## config.mk

```make
export PLATFORM = sky130hd
export DESIGN_NAME = cache_ctrl
export DESIGN_NICKNAME = d
export VERILOG_FILES = /design/src/logic/cache_pkg.sv /design/src/logic/lru_tracker.sv /design/src/logic/cache_ctrl.sv
export VERILOG_INCLUDE_DIRS = /design/src /design/src/include
export SDC_FILE = /design/constraint.sdc
export NUM_CORES = 1
export LEC_CHECK = 0
export BUFFER_PORTS_ARGS = -buffer_cell sky130_fd_sc_hd__buf_2
export CELL_PAD_IN_SITES_DETAIL_PLACEMENT = 0
export CELL_PAD_IN_SITES_GLOBAL_PLACEMENT = 1
export CORE_AREA = 2 2 484 486
export CTS_CLUSTER_DIAMETER = 200
export DETAILED_ROUTE_END_ITERATION = 8
export DIE_AREA = 0 0 486 488
export PLACE_DENSITY = 0.4
export SYNTH_ARGS = -nofsm -noshare
export SYNTH_HDL_FRONTEND = slang
export SYNTH_SLANG_ARGS = --single-unit
```

## constraint.sdc

```tcl
create_clock -name clk -period 29.6 [get_ports clk]
set_clock_uncertainty 0.15 [all_clocks]
set_input_delay 2.96 -clock clk [delete_from_list [all_inputs] [get_ports clk]]
set_output_delay 2.96 -clock clk [all_outputs]
set_load 0.01 [all_outputs]
```

## src/include/cache_settings.svh

```systemverilog
`ifndef CACHE_SETTINGS_SVH
`define CACHE_SETTINGS_SVH

// cache geometry
`define CACHE_LINE_ADDR_LEN    3     // word index bits, 8 words per line
`define CACHE_SET_ADDR_LEN     3     // 8 sets
`define CACHE_TAG_ADDR_LEN     6
`define CACHE_WAY_CNT          4     // ways per set
`define CACHE_WAY_IDX_LEN      2

// main memory model
`define CACHE_MEM_LATENCY      4     // strobe rise to gnt

// derived sizes
`define CACHE_LINE_WORDS       (1 << `CACHE_LINE_ADDR_LEN)
`define CACHE_SET_CNT          (1 << `CACHE_SET_ADDR_LEN)
`define CACHE_MEM_ADDR_LEN     (`CACHE_TAG_ADDR_LEN + `CACHE_SET_ADDR_LEN)
`define CACHE_MEM_LINES        (1 << `CACHE_MEM_ADDR_LEN)
`define CACHE_UNUSED_ADDR_LEN  (32 - `CACHE_MEM_ADDR_LEN - `CACHE_LINE_ADDR_LEN - 2)

`endif

```

## src/logic/cache_pkg.sv

```systemverilog
`include "cache_settings.svh"

package cache_pkg;

    typedef logic [`CACHE_TAG_ADDR_LEN-1:0]  tag_t;
    typedef logic [`CACHE_SET_ADDR_LEN-1:0]  set_t;
    typedef logic [`CACHE_LINE_ADDR_LEN-1:0] word_idx_t;
    typedef logic [`CACHE_WAY_IDX_LEN-1:0]   way_t;
    typedef logic [`CACHE_MEM_ADDR_LEN-1:0]  line_addr_t; // {tag, set}

    typedef struct packed {
        logic [`CACHE_UNUSED_ADDR_LEN-1:0] unused; // ignored upper bits
        tag_t                              tag;
        set_t                              set;
        word_idx_t                         word;
        logic [1:0]                        byte_off; // word aligned access
    } addr_fields_t;

    typedef logic [`CACHE_LINE_WORDS-1:0][31:0] line_t; // word 0 in the low bits

    typedef struct packed {
        logic       rd;        // fetch strobe
        logic       wr;        // write-back strobe
        line_addr_t line_addr;
        line_t      wr_line;
    } mem_req_t;

    typedef struct packed {
        logic  gnt;     // one cycle pulse
        line_t rd_line; // valid with gnt
    } mem_rsp_t;

    typedef struct packed {
        logic        en;
        set_t        set;
        way_t        way;
        word_idx_t   word;
        logic [31:0] data;
    } word_wr_t;

    typedef struct packed {
        logic  en;
        set_t  set;
        way_t  way;
        tag_t  tag;
        line_t line;
    } fill_t;

    typedef struct packed {
        logic en;
        set_t set;
        way_t way;
    } lru_touch_t;

endpackage

```

## src/logic/lru_tracker.sv

```systemverilog
`include "cache_settings.svh"

module lru_tracker (
    input  logic                  clk,
    input  logic                  rst,
    input  cache_pkg::set_t       set,
    input  cache_pkg::lru_touch_t touch,
    output cache_pkg::way_t       victim_way
);

    localparam int WAYS  = `CACHE_WAY_CNT;
    localparam int SETS  = `CACHE_SET_CNT;
    localparam int WAY_W = `CACHE_WAY_IDX_LEN;
    localparam int CNT_W = $clog2(WAYS + 1);

    typedef logic [WAYS-1:0][WAY_W-1:0] order_t; // slot 0 is least recent

    order_t           order    [SETS];
    logic [CNT_W-1:0] fill_cnt [SETS]; // ways filled so far per set
    order_t           cur;             // order of the touched set
    order_t           moved;           // same order with touched way last
    logic [WAY_W-1:0] pos;             // slot of the touched way
    logic             full;

    // unfilled ways sit in front in index order, so the fill count
    // and the order agree on the next way to fill
    assign full       = (fill_cnt[set] == CNT_W'(WAYS));
    assign victim_way = full ? order[set][0] : fill_cnt[set][WAY_W-1:0];

    always_comb begin
        cur = order[touch.set];
        pos = '0;
        for (int i = 0; i < WAYS; i++) begin
            if (cur[i] == touch.way) begin
                pos = WAY_W'(i);
            end
        end
        for (int i = 0; i < WAYS - 1; i++) begin
            moved[i] = (i < pos) ? cur[i] : cur[i+1]; // close the gap
        end
        moved[WAYS-1] = touch.way; // most recent end
    end

    always_ff @(posedge clk or posedge rst) begin
        if (rst) begin
            for (int s = 0; s < SETS; s++) begin
                fill_cnt[s] <= '0;
                for (int i = 0; i < WAYS; i++) begin
                    order[s][i] <= WAY_W'(i);
                end
            end
        end else if (touch.en) begin
            order[touch.set] <= moved;
            // only a miss touches the way at the fill count
            if ((fill_cnt[touch.set] < CNT_W'(WAYS)) &&
                (fill_cnt[touch.set] == CNT_W'(touch.way))) begin
                fill_cnt[touch.set] <= fill_cnt[touch.set] + 1'b1;
            end
        end
    end

endmodule

```

## src/logic/cache_ctrl.sv

```systemverilog
`include "cache_settings.svh"

module cache_ctrl (
    input  logic                    clk,
    input  logic                    rst,
    input  cache_pkg::addr_fields_t addr,
    input  logic                    rd_req,
    input  logic                    wr_req,
    input  logic [31:0]             wr_data,
    input  logic                    hit,
    input  cache_pkg::way_t         hit_way,
    input  logic [31:0]             hit_word,
    input  cache_pkg::tag_t         victim_tag,
    input  cache_pkg::line_t        victim_line,
    input  logic                    victim_dirty,
    output cache_pkg::way_t         victim_way,
    output cache_pkg::word_wr_t     word_wr,
    output cache_pkg::fill_t        fill,
    output cache_pkg::mem_req_t     mem_req,
    input  cache_pkg::mem_rsp_t     mem_rsp,
    output logic                    miss,
    output logic [31:0]             rd_data
);

    localparam int TAG_W = `CACHE_TAG_ADDR_LEN;
    localparam int SET_W = `CACHE_SET_ADDR_LEN;
    localparam int LA_W  = `CACHE_MEM_ADDR_LEN;

    typedef enum logic [1:0] {
        st_idle,
        st_write_back,
        st_fetch,
        st_install
    } state_t;

    state_t                state;
    logic                  req;        // any cpu request
    logic                  idle_hit;   // request served this cycle
    logic                  idle_miss;  // miss seen in idle, latch point
    cache_pkg::line_addr_t miss_line;  // line being fetched
    cache_pkg::line_addr_t wb_addr;    // victim line address
    cache_pkg::line_t      wb_line;    // victim data for write-back
    cache_pkg::line_t      fetched;    // line returned by memory
    cache_pkg::way_t       fill_way;   // way chosen at miss time
    cache_pkg::lru_touch_t touch;

    assign req       = rd_req | wr_req;
    assign idle_hit  = (state == st_idle) && hit;
    assign idle_miss = (state == st_idle) && req && !hit;

    // high while busy or while the lookup misses
    assign miss = req && !idle_hit;

    // every access in idle updates recency, misses touch the victim
    assign touch.en  = (state == st_idle) && req;
    assign touch.set = addr.set;
    assign touch.way = hit ? hit_way : victim_way;

    lru_tracker lru_i (
        .clk        (clk),
        .rst        (rst),
        .set        (addr.set),
        .touch      (touch),
        .victim_way (victim_way)
    );

    // write hit goes straight into the store, read wins if both
    assign word_wr.en   = idle_hit && wr_req && !rd_req;
    assign word_wr.set  = addr.set;
    assign word_wr.way  = hit_way;
    assign word_wr.word = addr.word;
    assign word_wr.data = wr_data;

    // one cycle install after the fetch gnt
    assign fill.en   = (state == st_install);
    assign fill.set  = miss_line[SET_W-1:0];
    assign fill.way  = fill_way;
    assign fill.tag  = miss_line[LA_W-1 -: TAG_W];
    assign fill.line = fetched;

    // strobes decoded from state so only one is ever high
    assign mem_req.rd        = (state == st_fetch);
    assign mem_req.wr        = (state == st_write_back);
    assign mem_req.line_addr = mem_req.wr ? wb_addr : miss_line;
    assign mem_req.wr_line   = wb_line;

    always_ff @(posedge clk or posedge rst) begin
        if (rst) begin
            state   <= st_idle;
            rd_data <= '0;
        end else begin
            if (idle_hit && rd_req) begin
                rd_data <= hit_word; // visible one cycle after miss low
            end
            case (state)
                st_idle: begin
                    if (idle_miss) begin
                        // clean victim skips the write-back
                        state <= victim_dirty ? st_write_back : st_fetch;
                    end
                end
                st_write_back: begin
                    if (mem_rsp.gnt) begin
                        state <= st_fetch;
                    end
                end
                st_fetch: begin
                    if (mem_rsp.gnt) begin
                        state <= st_install;
                    end
                end
                st_install: begin
                    state <= st_idle; // held request hits next
                end
                default: begin
                    state <= st_idle;
                end
            endcase
        end
    end

    // miss bookkeeping
    always_ff @(posedge clk) begin
        if (idle_miss) begin
            miss_line <= {addr.tag, addr.set};
            wb_addr   <= {victim_tag, addr.set};
            wb_line   <= victim_line;
            fill_way  <= victim_way;
        end
        if ((state == st_fetch) && mem_rsp.gnt) begin
            fetched <= mem_rsp.rd_line;
        end
    end

endmodule

```

==> impl_metrics.toml <==
[clock_network]
clock-root-buffer = "clkbuf_16"
cts_hold_buffers = 0
cts.reportedPaths.clkPinSlew_ps = 50
largest_buffer_count_on_any_clock_path = 3
cts_resized = 0
cts_sinks = 651
postCtsSetupBuffers = 0
cts_buffers = 92
clkLatencyLatePin_ps = 710
cts_tree = "built"
cts.htree.levels = 3

[place]
detailed_place.area_mm2 = 0.0317
number_of_port_buffers = 1143
final_weighted_congestion_of_routability_driven_global_placement = 0.955
dp.final_hpwl_um = 134000
placement.setup.worst_slack_ps = 20540

[critical_path]
worst_path_bufs_invs = 5
timing.critical_path.slowest_stage_cell = "or4_4"
cp_common_cell = "buf_2"
start_point_of_the_critical_path = "addr[6]"
worst-setup-path-type = "primary input to output port"
worstPathCellList = "buf_2 > buf_4 > mux2_2 > a22o_1 > a211o_1 > inv_2 > ha_1 > inv_1 > or4_4 > a21boi_0 > buf_2"
worst_path_dominant_cell_family = "buffers and inverters"
path_max_fanout = 30
critPathRequiredTime_ps = 26490
critical_path.max_stage_delay_ps = 570
critical_path_arrival_ps = 5920
worstSetupStartpointType = "primary input"
cp-end-kind = "output port"
worst_r2r_startpoint = "lru_i.fill_cnt[0]$_DFFE_PP0P_"

[min_path]
min-delay-path-class = "register to register"
worstHoldStart = "lru_i.fill_cnt[23]$_DFFE_PP0P_"

[die]
die_area_mm2 = 0.237
starting_density_pct = 9.69
placementRows = 177
floorplan.die.width_um = 486
die_y_um = 488
io_pins = 1234
coreArea_mm2 = 0.232

[pwr]
cell_internal_pwr_w = 0.00210
power.sequential.fraction_pct = 42.5
power_w = 0.00311
peakVddDrop_mv = 0.0468
clockPowerShare_pct = 36.7
power_density_mw_per_mm2 = 89.6
pwr-share-comb_pct = 20.8
sw_frac_of_total_pct = 32.6
total_net_switching_power_w = 0.00101
leakage_nw = 13.6

[timing]
grt_setup_unrepaired = "no"
maxSlewHeadroom_pct = 23.2
final-setup-viol-count = 0
fin_setup_tns_ps = 0
worst_slack_ps = 20570
post_route_clock_period_utilization_pct = 30.5
finalMaxSlewViolations = 0
timing_hold_violations_final = 0
max_clock_freq_ghz = 0.111
final_hold_slack_ps = 318
timing.final.crit_period_ps = 9030
max_slew.worst_pin.slew_ps = 1140

[finish]
layout_area_overhead_pct = 54.6
final_cell_area_mm2 = 0.0348
post_route_cells_drive_above_1_share_pct = 59.9
total_nets_final = 2931
layout.filler_cells = 25900

[routing]
drt_wl_total_um = 161000
detail_route.first_pass.iterations = 5
vias = 16400
post-route-drc-count = 0
drtIter0Drc = 1013
detail_route.vias_per_cell = 3.01
routed_wire_length_per_instance_um = 29.5
final_antenna_net_count = 0

[grt]
grt_max_degree = 65
global_routing_usage_summed_across_all_routing_layers_pct = 13.1
overflow = 0
first_global_vias = 16200
initial_antenna_violation_count = 211
global_route_wire_length_before_repair_um = 197000

[yosys]
cell_area_after_synthesis_mm2 = 0.0225
syn_avg_cell_area_um2 = 19.9
yosysMostFrequentCell = "edfxtp_1"
yosysSeqAreaShare_pct = 84.4
syn_nets = 1759
synth_top_cell_by_area = "edfxtp_1"
synth-warning-count = 0
netlist-cell-type-count = 62
yosysTopAreaCellShare_pct = 70.7
ys_seq_elements = 651
post_synth_most_frequent_cells = "529 x edfxtp_1, 90 x dfrtp_1, 78 x mux2_2"
dominantRegCellSynth = "edfxtp_1"
synth_edf_count = 529
netlist_instances = 1129
post_synth_main_area_contributors = "edfxtp_1 71%, dfrtp_1 10%, mux2_2 3.9%"
async_reset_ff_share_pct = 18.7

[job]
maxCapViolCount = 0

[outcome]
outcome = "finished clean"
layout by cell type, fill, tap and decap left out, types with 18 or more instances in the layout:
cell	Yosys	final
buf_2	10	1143
edfxtp_1	529	529
clkbuf_16	0	93
dfrtp_1	90	90
mux2_2	78	78
nand2_1	54	54
dfstp_2	32	32
diode_2	0	31
nor2_1	31	30
o21ai_0	26	26
clkbuf_1	21	26
nand3_1	21	20
o31ai_1	18	18
path summary, 6_finish.rpt:
kind	endpoint	slack, ps	cells past startpoint
max in group asynchronous	lru_i.order[56]$_DFFE_PP0P_	25410	4
min in group asynchronous	rd_data[23]$_DFFE_PP0P_	2090	2
worst min register to register	lru_i.fill_cnt[23]$_DFFE_PP0P_	320	1
worst max-delay path	victim_way[1]	20570	11
worst max register to register	lru_i.fill_cnt[12]$_DFFE_PP0P_	25140	12
worst min-delay path	lru_i.fill_cnt[23]$_DFFE_PP0P_	320	1
flip-flops by register name, indices dropped and copies added, names as in the netlist:
name            cells
fill              256
state               2
lru_i.order        64
fill_way            2
mem_req           256
miss_line           9
wb_addr             6
lru_i.fill_cnt     24
rd_data            32
power by group through the flow:
stage / Sequential (W) / Clock (W) / Combinational [W]
after CTS: 0.00133 / 0.00120 / 0.000675
final: 0.00132 / 0.00114 / 0.000649
after global placement: 0.00134 / 0 / 0.000675
after detailed placement: 0.00134 / 0 / 0.000673
after floorplan: 0.00142 / 0 / 0.000241
after global routing: 0.00134 / 0.00122 / 0.000705
per-layer routing:
layer | wire length, um | part of all wire, % | track usage [%] | vias up
li1 | - | - | - | 6733
met1 | 61800 | 38 | 15.2 | 8062
met2 | 77500 | 48 | 22.4 | 1154
met3 | 15300 | 9.5 | 4.90 | 413
met4 | 5800 | 3.6 | 3.82 | 34
met5 | 230 | 0.14 | 0 | -
kinds of logic (layout without fill, tap and decap cells):
logic type	after synthesis	in the layout	synth area share [%]
simple gates	152	152	3.41
compound gates	121	121	3.87
other cells	0	31	0
fa+ha+maj	7	7	0.390
flops	651	651	84.4
xor+xnor	2	2	0.0779
buf+inv	97	1345	2.48
mux	99	99	5.34
metrics by stage:
step / util [%] / std cells
2_1_floorplan: - / 1129
3_3_place_gp: 13.7 / 5250
3_5_place_dp: 13.7 / 5250
4_1_cts: 15.0 / 5420
5_1_grt: 15.0 / 5432
6_report: 15.0 / 5451
final cells by class:
| class | instances | area [um2] | area share [%] |
|---|---|---|---|
| multi-input cells | 381 | 2960 | 8.51 |
| diodes | 31 | 77.6 | 0.223 |
| repair buffers | 1160 | 5850 | 16.8 |
| clock inverters | 49 | 573 | 1.65 |
| well taps | 3043 | 3810 | 11.0 |
| inverters | 15 | 58.8 | 0.169 |
| flip-flops and latches | 651 | 19000 | 54.6 |
| clock buffers | 121 | 2450 | 7.06 |
No activity file was read; power rests on OpenSTA's default activity.
